===== config.mk =====
export PLATFORM = sky130hd
export DESIGN_NAME = acq_top
export DESIGN_NICKNAME = d
export VERILOG_FILES = /design/src/acq_pkg.sv /design/src/acq_axis_framer.sv /design/src/acq_capture.sv /design/src/acq_fifo.sv /design/src/acq_regs.sv /design/src/acq_top.sv
export SDC_FILE = /design/constraint.sdc
export NUM_CORES = 1
export LEC_CHECK = 0
export BUFFER_PORTS_ARGS = -buffer_cell sky130_fd_sc_hd__buf_2
export CAP_MARGIN = 10
export CELL_PAD_IN_SITES_DETAIL_PLACEMENT = 0
export CELL_PAD_IN_SITES_GLOBAL_PLACEMENT = 1
export CORE_MARGIN = 2
export CORE_UTILIZATION = 53
export CTS_CLUSTER_DIAMETER = 60
export DETAILED_ROUTE_END_ITERATION = 7
export GPL_ROUTABILITY_DRIVEN = 0
export PLACE_DENSITY_LB_ADDON = 0.1
export SYNTH_ARGS = -nofsm -noshare
export SYNTH_HDL_FRONTEND = slang
export SYNTH_SLANG_ARGS = --single-unit
export TNS_END_PERCENT = 20

===== constraint.sdc =====
create_clock -name clock_i -period 6.4 [get_ports clock_i]
set_input_delay 0 -clock clock_i [delete_from_list [all_inputs] [get_ports clock_i]]
set_output_delay 0 -clock clock_i [all_outputs]
set_load 0.01 [all_outputs]

===== src/acq_pkg.sv =====
package acq_pkg;

   // --------------------------------------------------
   // Data path widths
   // --------------------------------------------------
   // One raw antenna sample word
   localparam int SAMPLE_W = 24;
   // Stream data width, the sample is zero-extended into it
   localparam int TDATA_W  = 32;

   // --------------------------------------------------
   // Register bus
   // --------------------------------------------------
   localparam int BUS_W = 8;
   localparam int ADR_W = 2;

   // System register, the other addresses read as zero
   localparam logic [ADR_W-1:0] REG_SYSTEM = 2'd3;

   // System register bit positions
   localparam int BIT_ENABLE = 7;
   localparam int BIT_ACTIVE = 6;
   localparam int BIT_OFLOW  = 3;

   // --------------------------------------------------
   // Buffering and framing
   // --------------------------------------------------
   localparam int FIFO_DEPTH = 16;
   localparam int FIFO_AW    = 4;
   // Beats per frame and width of the beat counter
   localparam int FRAME_LEN  = 8;
   localparam int FRAME_CW   = 3;

   // One buffered sample record
   typedef struct packed {
      logic [SAMPLE_W-1:0] data;
   } sample_t;

   // Stream payload of one beat
   typedef struct packed {
      logic [TDATA_W-1:0] tdata;
      logic               tlast;
   } axis_beat_t;

   // Wishbone request, driven by the bus master
   typedef struct packed {
      logic             cyc;
      logic             stb;
      logic             we;
      logic [ADR_W-1:0] adr;
      logic [BUS_W-1:0] dat;
   } wb_req_t;

   // Wishbone response, driven by the register slave
   typedef struct packed {
      logic             ack;
      logic [BUS_W-1:0] dat;
   } wb_rsp_t;

endpackage


===== src/acq_axis_framer.sv =====
`timescale 1ns/100ps

module acq_axis_framer
   (
   input  logic                 clock_i,
   input  logic                 M_AXIS_ARESETN,

   // FIFO head and status
   input  acq_pkg::sample_t     head_i,
   input  logic                 empty_i,
   output logic                 rd_en_o,

   // Stream master
   output acq_pkg::axis_beat_t  beat_o,
   output logic                 tvalid_o,
   input  logic                 tready_i,

   // High while a frame is part way out
   output logic                 frame_open_o
   );

   // Last beat index within a frame
   localparam logic [acq_pkg::FRAME_CW-1:0] LAST_BEAT =
      acq_pkg::FRAME_CW'(acq_pkg::FRAME_LEN - 1);

   // Accepted beats in the current frame
   logic [acq_pkg::FRAME_CW-1:0] beat_cnt;
   logic                         tvalid;
   logic                         accept;

   // --------------------------------------------------
   // Beat presentation
   // --------------------------------------------------
   // Valid whenever the FIFO has a word at its head
   assign tvalid = !empty_i;
   assign accept = tvalid && tready_i;

   // Head sample zero-extended onto tdata
   assign beat_o.tdata = {{(acq_pkg::TDATA_W - acq_pkg::SAMPLE_W){1'b0}}, head_i.data};
   // Final beat of the frame
   assign beat_o.tlast = (beat_cnt == LAST_BEAT);

   assign tvalid_o = tvalid;
   // Pop the FIFO on every accepted beat
   assign rd_en_o  = accept;

   // --------------------------------------------------
   // Frame beat counter
   // --------------------------------------------------
   // Counts only accepted beats, so tready gaps do not matter
   always_ff @(posedge clock_i)
   begin
      if (!M_AXIS_ARESETN)
      begin
         beat_cnt <= '0;
      end
      else if (accept)
      begin
         if (beat_cnt == LAST_BEAT)
         begin
            beat_cnt <= '0;
         end
         else
         begin
            beat_cnt <= beat_cnt + 1'b1;
         end
      end
   end

   // Mid-frame status for the system register
   assign frame_open_o = (beat_cnt != '0);

endmodule


===== src/acq_capture.sv =====
`timescale 1ns/100ps

module acq_capture
   (
   input  logic                           clock_i,
   input  logic                           M_AXIS_ARESETN,

   // Raw antenna samples
   input  logic [acq_pkg::SAMPLE_W-1:0]   signal_i,
   input  logic                           strobe_i,

   // Control from the register slave
   input  logic                           enable_i,
   input  logic                           clear_oflow_i,

   // FIFO write side
   input  logic                           full_i,
   output logic                           wr_en_o,
   output acq_pkg::sample_t               wr_data_o,

   // Sticky overflow status
   output logic                           oflow_o
   );

   // A strobed sample while acquisition is enabled
   logic take;
   logic oflow;

   // --------------------------------------------------
   // Sample qualification
   // --------------------------------------------------
   assign take = strobe_i && enable_i;

   // Write only when there is room, the FIFO trusts this check
   assign wr_en_o        = take && !full_i;
   assign wr_data_o.data = signal_i;

   // --------------------------------------------------
   // Sticky overflow flag
   // --------------------------------------------------
   // Set by a sample that finds the FIFO full
   // Clearing wins over a set in the same cycle
   always_ff @(posedge clock_i)
   begin
      if (!M_AXIS_ARESETN)
      begin
         oflow <= 1'b0;
      end
      else if (clear_oflow_i)
      begin
         oflow <= 1'b0;
      end
      else if (take && full_i)
      begin
         oflow <= 1'b1;
      end
   end

   assign oflow_o = oflow;

endmodule


===== src/acq_fifo.sv =====
`timescale 1ns/100ps

module acq_fifo
   (
   input  logic              clock_i,
   input  logic              M_AXIS_ARESETN,

   // Write side, fullness is checked by the writer
   input  logic              wr_en_i,
   input  acq_pkg::sample_t  wr_data_i,

   // Read side, first word falls through
   input  logic              rd_en_i,
   output acq_pkg::sample_t  rd_data_o,

   output logic              full_o,
   output logic              empty_o
   );

   // Storage for the sample records
   acq_pkg::sample_t mem [acq_pkg::FIFO_DEPTH];

   // Pointers carry one extra bit to tell full from empty
   logic [acq_pkg::FIFO_AW:0] wr_ptr;
   logic [acq_pkg::FIFO_AW:0] rd_ptr;

   // --------------------------------------------------
   // Storage write
   // --------------------------------------------------
   always_ff @(posedge clock_i)
   begin
      if (wr_en_i)
      begin
         mem[wr_ptr[acq_pkg::FIFO_AW-1:0]] <= wr_data_i;
      end
   end

   // --------------------------------------------------
   // Pointer update
   // --------------------------------------------------
   always_ff @(posedge clock_i)
   begin
      if (!M_AXIS_ARESETN)
      begin
         wr_ptr <= '0;
         rd_ptr <= '0;
      end
      else
      begin
         if (wr_en_i)
         begin
            wr_ptr <= wr_ptr + 1'b1;
         end
         if (rd_en_i)
         begin
            rd_ptr <= rd_ptr + 1'b1;
         end
      end
   end

   // Head word is visible while the FIFO holds data
   assign rd_data_o = mem[rd_ptr[acq_pkg::FIFO_AW-1:0]];

   // Same index, wrap bits differ when full
   assign empty_o = (wr_ptr == rd_ptr);
   assign full_o  = (wr_ptr[acq_pkg::FIFO_AW] != rd_ptr[acq_pkg::FIFO_AW]) &&
                    (wr_ptr[acq_pkg::FIFO_AW-1:0] == rd_ptr[acq_pkg::FIFO_AW-1:0]);

endmodule


===== src/acq_regs.sv =====
`timescale 1ns/100ps

module acq_regs
   (
   input  logic              clock_i,
   input  logic              M_AXIS_ARESETN,

   // Wishbone classic slave port
   input  acq_pkg::wb_req_t  req_i,
   output acq_pkg::wb_rsp_t  rsp_o,

   // Status inputs
   input  logic              oflow_i,
   input  logic              frame_open_i,

   // Control outputs
   output logic              enable_o,
   output logic              clear_oflow_o
   );

   logic                      ack;
   logic [acq_pkg::BUS_W-1:0] rd_dat;
   logic                      enable;

   // Bus qualifiers
   logic                      stb_w;
   logic                      access;
   logic                      store;
   logic                      sys_sel;
   logic [acq_pkg::BUS_W-1:0] sys_reg;

   // --------------------------------------------------
   // Bus decode
   // --------------------------------------------------
   assign stb_w   = req_i.cyc && req_i.stb;
   // First cycle of a transfer only, no re-ack while ack is high
   assign access  = stb_w && !ack;
   assign store   = access && req_i.we;
   assign sys_sel = (req_i.adr == acq_pkg::REG_SYSTEM);

   // System register layout
   always_comb
   begin
      sys_reg                      = '0;
      sys_reg[acq_pkg::BIT_ENABLE] = enable;
      sys_reg[acq_pkg::BIT_ACTIVE] = frame_open_i;
      sys_reg[acq_pkg::BIT_OFLOW]  = oflow_i;
   end

   // --------------------------------------------------
   // Acknowledge
   // --------------------------------------------------
   // One cycle after stb, for exactly one cycle
   always_ff @(posedge clock_i)
   begin
      if (!M_AXIS_ARESETN)
      begin
         ack <= 1'b0;
      end
      else
      begin
         ack <= access;
      end
   end

   // Read data captured at the edge that raises ack
   always_ff @(posedge clock_i)
   begin
      if (access && !req_i.we)
      begin
         rd_dat <= sys_sel ? sys_reg : '0;
      end
   end

   // --------------------------------------------------
   // Enable register
   // --------------------------------------------------
   always_ff @(posedge clock_i)
   begin
      if (!M_AXIS_ARESETN)
      begin
         enable <= 1'b0;
      end
      else if (store && sys_sel)
      begin
         enable <= req_i.dat[acq_pkg::BIT_ENABLE];
      end
   end

   // Disabling also clears the sticky overflow, at the same edge
   assign clear_oflow_o = store && sys_sel && !req_i.dat[acq_pkg::BIT_ENABLE];

   assign enable_o  = enable;
   assign rsp_o.ack = ack;
   assign rsp_o.dat = rd_dat;

endmodule


===== src/acq_top.sv =====
`timescale 1ns/100ps

module acq_top
   (
   input  logic                          clock_i,
   input  logic                          M_AXIS_ARESETN,

   // Raw antenna samples
   input  logic [acq_pkg::SAMPLE_W-1:0]  signal_i,
   input  logic                          strobe_i,

   // Wishbone classic register port
   input  logic                          cyc_i,
   input  logic                          stb_i,
   input  logic                          we_i,
   input  logic [acq_pkg::ADR_W-1:0]     adr_i,
   input  logic [acq_pkg::BUS_W-1:0]     dat_i,
   output logic                          ack_o,
   output logic [acq_pkg::BUS_W-1:0]     dat_o,

   // AXI4-Stream master
   output logic                          axis_tvalid_o,
   output logic [acq_pkg::TDATA_W-1:0]   axis_tdata_o,
   output logic                          axis_tlast_o,
   input  logic                          axis_tready_i,

   // Status pins
   output logic                          enabled_o,
   output logic                          oflow_o
   );

   // --------------------------------------------------
   // Internal wiring
   // --------------------------------------------------
   acq_pkg::wb_req_t    wb_req;
   acq_pkg::wb_rsp_t    wb_rsp;
   acq_pkg::axis_beat_t beat;
   acq_pkg::sample_t    wr_data;
   acq_pkg::sample_t    head;

   logic wr_en;
   logic rd_en;
   logic full;
   logic empty;
   logic enable;
   logic clear_oflow;
   logic oflow;
   logic frame_open;

   // Bus pins into the request record
   assign wb_req = '{cyc: cyc_i, stb: stb_i, we: we_i, adr: adr_i, dat: dat_i};

   // Response and stream records onto pins
   assign ack_o         = wb_rsp.ack;
   assign dat_o         = wb_rsp.dat;
   assign axis_tdata_o  = beat.tdata;
   assign axis_tlast_o  = beat.tlast;
   assign enabled_o     = enable;
   assign oflow_o       = oflow;

   acq_capture u_capture (
      .clock_i        (clock_i),
      .M_AXIS_ARESETN (M_AXIS_ARESETN),
      .signal_i       (signal_i),
      .strobe_i       (strobe_i),
      .enable_i       (enable),
      .clear_oflow_i  (clear_oflow),
      .full_i         (full),
      .wr_en_o        (wr_en),
      .wr_data_o      (wr_data),
      .oflow_o        (oflow)
   );

   acq_fifo u_fifo (
      .clock_i        (clock_i),
      .M_AXIS_ARESETN (M_AXIS_ARESETN),
      .wr_en_i        (wr_en),
      .wr_data_i      (wr_data),
      .rd_en_i        (rd_en),
      .rd_data_o      (head),
      .full_o         (full),
      .empty_o        (empty)
   );

   acq_axis_framer u_framer (
      .clock_i        (clock_i),
      .M_AXIS_ARESETN (M_AXIS_ARESETN),
      .head_i         (head),
      .empty_i        (empty),
      .rd_en_o        (rd_en),
      .beat_o         (beat),
      .tvalid_o       (axis_tvalid_o),
      .tready_i       (axis_tready_i),
      .frame_open_o   (frame_open)
   );

   acq_regs u_regs (
      .clock_i        (clock_i),
      .M_AXIS_ARESETN (M_AXIS_ARESETN),
      .req_i          (wb_req),
      .rsp_o          (wb_rsp),
      .oflow_i        (oflow),
      .frame_open_i   (frame_open),
      .enable_o       (enable),
      .clear_oflow_o  (clear_oflow)
   );

endmodule


==> impl_metrics.toml, run 1 <==
[sta]
rsz0062_at_grt = "false"
max_freq_ghz = 0.2923
skew_ns = 0.02112
fin_setup_tns_ns = 0
min_period_ns = 3.421
hold_ws_ns = 0.3326
hold_violations = 0
final.setup.worst_slack_ns = 2.979
relSlewSlack_pct = 35.33
post-route-period-util_pct = 53.45
worst_slew_pin_slew_ns = 0.9656
finalSetupViolCount = 0
drv_slew = 0

[place]
place_ws_ns = 2.973
hpwl_um = 17060
port_buffers = 65

[clocking]
clockBufferDepth = 3
clk_pin_slew_ns = 0.06
cts_buffers = 41
clock-sinks = 407
cts.htree.levels = 2
clk_latency_ns = 0.53
cts_tree = "yes"
postCtsResizedCells = 0
cts_root_buf = "clkbuf_16"

[drt]
first_iter_violations = 706
routedWlPerCell_um = 25.61
drc = 0
avgViaCountPerCell = 5.887
met2WireLength_um = 16560
m1WireLength_um = 13110
wirelength_um = 31890
wl_met3_um = 1689
ant_nets = 0
drtPass1Iterations = 5
highest_layer = "met4"
num_vias = 7329

[hold_path]
whs_path_depth = 4
hold_class = "primary input to flip-flop"
hp-start = "cyc_i"
min_to = "u_regs.ack$_SDFF_PN0_"

[yosys]
synth_area_leaders = "edfxtp_1 (74%), mux4_2 (17%), dfxtp_1 (2.5%)"
synthesis.area_um2 = 15800
synth_xor_area_share_pct = 0.3326
ys_ff_latch = 407
synth_top_area_cell = "edfxtp_1"
synthTopCellsByCount = "edfxtp_1 (387), mux4_2 (120), dfxtp_1 (20)"
synthAdderAreaFrac_pct = 0.6335
synth_top_family_by_area = "multiplexers"
yosys.area_share.simple_pct = 2.328
synth.area.mux_share_pct = 17.87
synth_top_area_share_pct = 73.55
synthFlopType = "edfxtp_1"
synthDistinctLibCells = 37
seq_area_frac_synth_pct = 76.08
synth.most_common_cell = "edfxtp_1"
yosysWarningCount = 0
synthCells = 691
async_reset_ff_share_pct = 0
synth_edf_count = 387
synth_compound_area_share_pct = 0.6256
synth_area_per_cell_um2 = 22.87

[final_layout]
area_delta_synth_final_pct = 15.68
drive_above_1_share_pct = 32.16
fillCellCount = 2085
nets = 872
diodes = 0

[critical_path]
rr_worst_depth = 5
worst_setup_path_end_kind = "flip-flop"
r2r_start = "u_fifo.wr_ptr[2]$_SDFFE_PN0P_"
cp.arrival_ns = 3.61
cp_data_required_time_ns = 6.59
path_max_fanout = 15
r2r_end = "u_fifo.mem[12][2]$_DFFE_PP_"
start_kind = "flip-flop"
r2r_slack_ns = 2.98
critPathKind = "flip-flop to flip-flop"

[power]
vdd_drop_max_mv = 0.2160
finalPower_uw = 5664
p_per_area_nw_per_um2 = 309.9
p_leak_uw = 0.005826

[die]
design.core.area_um2 = 29480
row_count = 63
initial_core_util_pct = 53.59
die_area_um2 = 31210
io_pins = 86
die_w_um = 176.7
die_height_um = 176.7

[global_routing]
antenna_found_initial = 0
grt-ovfl-total = 0
grt_start_max_net_pins = 61
grt_usage_pct = 21.13
grt_pass1_wl_um = 47470
first_global_vias = 7666

[run_status]
status = "complete, no violations"

[flow_run]
maxCapViolCount = 0
critical path, cell delays in order, from the launching register on:
cell,delay [ns]
dfxtp_1,0.60
xnor2_1,0.15
and4_1,0.35
a21oi_1,0.70
and4_1,0.85
buf_4,0.44
area by class of cell:
type / count / area, um^2 / share of cell area (%)
sequential: 407 / 12030 / 65.82
multi-input combinational: 240 / 3515 / 19.23
clock buffer: 50 / 1102 / 6.031
timing repair buffer: 124 / 862.1 / 4.717
tap: 390 / 488.0 / 2.670
clock inverter: 25 / 246.5 / 1.349
inverter: 9 / 33.78 / 0.1848
cells in the final DEF, fill, tap and decap left out, types with 6 or more instances in the layout:
cell           netlist  final
buf_4               13     22
and3_1              12     12
nand3_1              6      6
clkbuf_16            0     43
nand2_1             17     17
mux4_2             120    120
clkinv_2             0      6
dlygate4sd3_1        0     36
mux2i_1             12     12
clkbuf_1            14      7
clkinv_1             0     11
inv_1                9      9
ha_1                 8      8
edfxtp_1           387    387
buf_2               10     65
conb_1               1     13
dfxtp_1             20     17
through the flow:
stage	instances	util, %	instance area [um^2]
after floorplan	703	-	15850
after global placement	1133	56.16	16560
after detailed placement	1133	56.16	16560
after CTS	1244	61.96	18270
after global routing	1245	62.00	18280
final	1245	62.00	18280
sequential cells by signal, indices dropped and copies added, names as in the netlist, named ones only:
register and count:
u_fifo.mem 384, u_fifo.rd_ptr 5, u_fifo.wr_ptr 5, u_framer.beat_cnt 3, u_regs.rd_dat 3, u_capture.oflow_o 1, u_regs.ack 1, u_regs.enable_o 1
cells by family (layout without fill, tap and decap cells):
| group | after synthesis | after routing |
|---|---|---|
| mux | 132 | 132 |
| compound gates | 15 | 15 |
| xor+xnor | 6 | 6 |
| other cells | 1 | 13 |
| fa+ha+maj | 8 | 8 |
| flops | 407 | 407 |
| simple gates | 66 | 66 |
| buf+inv | 56 | 208 |
worst max-delay path by stage:
stage / to / start / slack [ns]
finish: u_fifo.mem[12][2]$_DFFE_PP_ / u_fifo.wr_ptr[2]$_SDFFE_PN0P_ / 2.98
global route: u_fifo.mem[12][2]$_DFFE_PP_ / u_fifo.wr_ptr[2]$_SDFFE_PN0P_ / 2.72
CTS: u_fifo.mem[12][2]$_DFFE_PP_ / u_fifo.wr_ptr[2]$_SDFFE_PN0P_ / 2.97
detailed placement: u_fifo.mem[12][8]$_DFFE_PP_ / u_fifo.wr_ptr[2]$_SDFFE_PN0P_ / 2.97
global placement: u_fifo.mem[6][1]$_DFFE_PP_ / u_fifo.wr_ptr[2]$_SDFFE_PN0P_ / 3.04
floorplan: u_fifo.mem[11][0]$_DFFE_PP_ / u_fifo.wr_ptr[4]$_SDFFE_PN0P_ / 3.10
layer usage:
layer	GRT usage (%)	vias up
met5	0	-
met4	4.821	0
met3	3.050	49
met2	35.94	203
met1	29.48	3912
li1	-	3165
timing repair:
action / CTS / global route
hold buffers: 36 / 0
setup buffers: 0 / 0
endpoints found under the hold margin: 409 / 0
report_power, final:
| group | internal, uW | leakage [uW] | total (uW) | switching [uW] |
|---|---|---|---|---|
| registers | 2920 | 0.00364 | 2940 | 17.3 |
| clock network | 1430 | 0.000658 | 2370 | 948 |
| logic | 184 | 0.00153 | 354 | 170 |
Note: power is estimated with default switching activity, not from simulation.
==> run 2: changes to the inputs <==
==> constraint.sdc (replaced) <==
create_clock -name clock_i -period 3.15 [get_ports clock_i]
set_input_delay 0 -clock clock_i [delete_from_list [all_inputs] [get_ports clock_i]]
set_output_delay 0 -clock clock_i [all_outputs]
set_load 0.01 [all_outputs]
==> run 2 against run 1 <==
Non-clock buffer count is 16 higher. Total power is 99% higher. Flip-flop and latch count stayed put. Via count hardly changed. Clock power is 93% higher. Worst setup slack worse by 2.6 ns. Critical path depth is 1 lower. Utilization is 0.49 points higher. Die area stayed put. Register-to-register slack worse by 2.3 ns. Routed wire length hardly changed. Largest cell class unchanged.
==> impl_metrics.toml, run 2 (synthesis results as in run 1) <==
[drt]
drtPass1Iterations = 4
ant_nets = 0
first_iter_violations = 599
routedWlPerCell_um = 25.31
num_vias = 7325
avgViaCountPerCell = 5.813
wirelength_um = 31890
drc = 0

[die]
die_area_um2 = 31210
die_w_um = 176.7
design.core.area_um2 = 29480
io_pins = 86
die_height_um = 176.7
initial_core_util_pct = 53.59
row_count = 63

[critical_path]
worst_setup_path_end_kind = "primary output"
critPathKind = "flip-flop to primary output"
slowest_stage = "dfxtp_4"
r2r_slack_ns = 0.63
cp_data_required_time_ns = 3.15
cp.arrival_ns = 2.74
cpMostUsedCell = "mux4_2"
worstPathCellList = "buf_4 > mux4_2 > mux4_2 > buf_2"
max_stage_delay_ns = 0.58
start_kind = "flip-flop"
path_max_fanout = 16

[clocking]
cts_hold_buf = 36
cts_setup_buffers = 0
postCtsResizedCells = 0
clockBufferDepth = 3
clock-sinks = 407
cts_tree = "yes"
clk_pin_slew_ns = 0.05
cts.htree.levels = 2
cts_root_buf = "clkbuf_16"
cts_buffers = 42
clk_latency_ns = 0.53

[final_layout]
nets = 889
largest_register_ffs = 384
drive_above_1_share_pct = 33.45
fin_util_pct = 62.49
diodes = 0
layout.cells.most_common = "edfxtp_1"
most-common-layout-cells = "edfxtp_1 (387), mux4_2 (120), buf_2 (65)"
area_delta_synth_final_pct = 16.59

[power]
vdd_drop_max_mv = 0.4485
p_leak_uw = 0.005902
p_per_area_nw_per_um2 = 611.9

[sta]
worst_slew_pin_slew_ns = 0.8362
hold_ws_ns = 0.3630
rsz0062_at_grt = "false"
relSlewSlack_pct = 44.17
post-route-period-util_pct = 86.84
drv_slew = 0
finalSetupViolCount = 0
max_freq_ghz = 0.3656
min_period_ns = 2.736
hold_violations = 0
skew_ns = 0.01976

[global_routing]
first_global_vias = 7870
antenna_found_initial = 0
grt_pass1_wl_um = 47960
grt_usage_pct = 21.27
grt-ovfl-total = 0
grt_start_max_net_pins = 36

[hold_path]
hold_class = "primary input to flip-flop"

[run_status]
status = "complete, no violations"

[flow_run]
maxCapViolCount = 0

[place]
port_buffers = 65
hpwl_um = 18520
-- run 2: cell types whose count changed in the layout (fill, tap and decap cells not counted), sizes merged --
cell    change
bufinv      -3
clkinv      +2
inv         +1
buf        +16
clkbuf      -1
-- run 2: critical path: cells and delay by family (launching register included) --
family	cells	cell delay, ns
buffers and inverters	2	0.56
DFF	1	0.58
muxes	2	1.07
-- run 2: power breakdown --
part	internal, uW	switching, uW
combinational	389	338
clock	2650	1920
sequential	5930	47.6
total	8970	2300
-- run 2: final timing paths --
path / startpoint / to / depth (start not counted)
worst max-delay path: flip-flop / axis_tdata_o[9] / 4
worst min-delay path: cyc_i / u_regs.ack$_SDFF_PN0_ / 4
worst max register to register: u_fifo.wr_ptr[3]$_SDFFE_PN0P_ / u_fifo.mem[2][1]$_DFFE_PP_ / 6
worst min register to register: u_framer.beat_cnt[2]$_SDFFE_PN0P_ / u_framer.beat_cnt[2]$_SDFFE_PN0P_ / 2
-- run 2: metal layers --
layer	global-route usage, %	up-vias	share of wire (%)
met5	0	-	0
met4	5.785	0	1.8
met3	2.985	44	4.2
met2	37.34	175	53
met1	28.22	3912	41
li1	-	3194	-
-- run 2: cell type report --
| type | count | area [um^2] |
|---|---|---|
| inverter | 9 | 33.78 |
| clock buffer | 49 | 1099 |
| clock inverter | 25 | 171.4 |
| fill | 2080 | 11060 |
| sequential | 407 | 12030 |
| multi-input combinational | 240 | 3521 |
| tap | 390 | 488.0 |
| timing repair buffer | 140 | 1079 |
-- run 2: metrics by stage --
stage          setup slack (ns)  cell area [um^2]  setup TNS, ns  instances  total power, uW
6_report                 0.4145             18420              0       1260            11270
2_1_floorplan         -0.006216             15850        -0.1492        703             6597
3_3_place_gp             0.7160             16790              0       1150             6774
5_1_grt                  0.2553             18420              0       1260            11640
3_5_place_dp             0.6476             16790              0       1150             6799
4_1_cts                  0.3652             18420              0       1260            11390
==> run 3: changes to the inputs <==
--- a/config.mk
+++ b/config.mk
@@ -11,6 +11,7 @@
 export CELL_PAD_IN_SITES_GLOBAL_PLACEMENT = 1
 export CORE_MARGIN = 2
 export CORE_UTILIZATION = 53
+export CTS_BUF_LIST = sky130_fd_sc_hd__clkbuf_16
 export CTS_CLUSTER_DIAMETER = 60
 export DETAILED_ROUTE_END_ITERATION = 7
 export GPL_ROUTABILITY_DRIVEN = 0
==> run 3 against run 2 <==
Clock skew barely moved. Clock power about the same. Via count grew 0.26%. Largest cell class unchanged. Largest power group unchanged. Highest routed layer unchanged.
==> impl_metrics.toml, run 3 (synthesis results as in run 1) <==
[run_status]
status = "complete, no violations"

[global_routing]
grt_pass1_wl_um = 47960
grt-ovfl-total = 0
grt_start_max_net_pins = 36
grt_usage_pct = 21.27
antenna_found_initial = 0
first_global_vias = 7869

[power]
p_leak_uw = 0.005927
vdd_drop_max_mv = 0.4483
finalPower_uw = 11250
p_per_area_nw_per_um2 = 610.8

[drt]
num_vias = 7344
routedWlPerCell_um = 25.32
ant_nets = 0
drc = 0
first_iter_violations = 650
avgViaCountPerCell = 5.829
drtPass1Iterations = 4
wirelength_um = 31900

[clocking]
cts.htree.levels = 2
cts_buffers = 42
clockBufferDepth = 3
clock-sinks = 407
cts_tree = "yes"
cts_root_buf = "clkbuf_16"
clk_pin_slew_ns = 0.05
clk_latency_ns = 0.53

[place]
place_ws_ns = 0.6476
hpwl_um = 18520
numPlacedInstances = 1150
port_buffers = 65

[die]
design.core.area_um2 = 29480
row_count = 63
die_w_um = 176.7
io_pins = 86
die_height_um = 176.7
initial_core_util_pct = 53.59
die_area_um2 = 31210

[sta]
rsz0062_at_grt = "false"
finalSetupViolCount = 0
hold_ws_ns = 0.3635
relSlewSlack_pct = 44.25
min_period_ns = 2.736
worst_slew_pin_slew_ns = 0.8351
drv_slew = 0
final.setup.worst_slack_ns = 0.4138
hold_violations = 0
post-route-period-util_pct = 86.86
skew_ns = 0.01975
max_freq_ghz = 0.3655

[critical_path]
max_stage_delay_ns = 0.58
worst_setup_path_end_kind = "primary output"
slowest_stage = "dfxtp_4"
cp.arrival_ns = 2.74
cp_data_required_time_ns = 3.15
start_kind = "flip-flop"
cpMostUsedCell = "mux4_2"
path_max_fanout = 16
rr_worst_depth = 6
critPathKind = "flip-flop to primary output"
worstPathCellList = "buf_4 > mux4_2 > mux4_2 > buf_2"

[final_layout]
nets = 889
largest_register_ffs = 384
fin_util_pct = 62.49
multi_input_area_um2 = 3521
area_delta_synth_final_pct = 16.59
most-common-layout-cells = "edfxtp_1 (387), mux4_2 (120), buf_2 (65)"
regArea_um2 = 12030
fin_cells = 1260
diodes = 0
layout.cells.most_common = "edfxtp_1"
drive_above_1_share_pct = 33.45
fillCellCount = 2080

[hold_path]
whs_path_depth = 4
hold_class = "primary input to flip-flop"

[flow_run]
maxCapViolCount = 0
run 3: metrics by stage:
stage / area (um^2) / setup TNS [ns]
after floorplan: 15850 / -0.1492
after global placement: 16790 / 0
after detailed placement: 16790 / 0
after CTS: 18420 / 0
after global routing: 18420 / 0
final: 18420 / 0
run 3: per-layer routing:
layer	vias up	track usage, %	part of all wire [%]
met1	3921	28.22	41
met4	0	5.785	1.9
met5	-	0	0
met2	179	37.34	53
li1	3198	-	-
met3	46	2.985	4.3
run 3: worst max-delay path, delay by kind of cell (launching register included):
family / cells / cell delay (ns)
buffers and inverters: 2 / 0.56
muxes: 2 / 1.06
DFF: 1 / 0.58
run 3: where the power goes:
part	internal (uW)	switching (uW)
combinational	389	339
clock	2630	1920
sequential	5930	47.8
total	8950	2300
run 3: path summary, 6_finish.rpt:
check	from	end	slack [ns]
min	cyc_i	u_regs.ack$_SDFF_PN0_	0.36
min reg2reg	u_framer.beat_cnt[2]$_SDFFE_PN0P_	u_framer.beat_cnt[2]$_SDFFE_PN0P_	0.49
max reg2reg	u_fifo.wr_ptr[3]$_SDFFE_PN0P_	u_fifo.mem[2][1]$_DFFE_PP_	0.63
max	flip-flop	axis_tdata_o[9]	0.41
run 3: final cells by class:
type / instances / area share [%]
Clock inverter: 31 / 1.053
Multi-Input combinational cell: 240 / 19.11
Sequential cell: 407 / 65.31
Timing Repair Buffer: 140 / 5.855
Inverter: 9 / 0.1834
Clock buffer: 43 / 5.841
Tap cell: 390 / 2.649
run 3: repair_timing:
action / 4_1_cts / 5_1_grt
buffers inserted: 0 / 0
hold buffers: 36 / 0
hold endpoints to repair: 409 / 0
gates resized for setup: 0 / 0
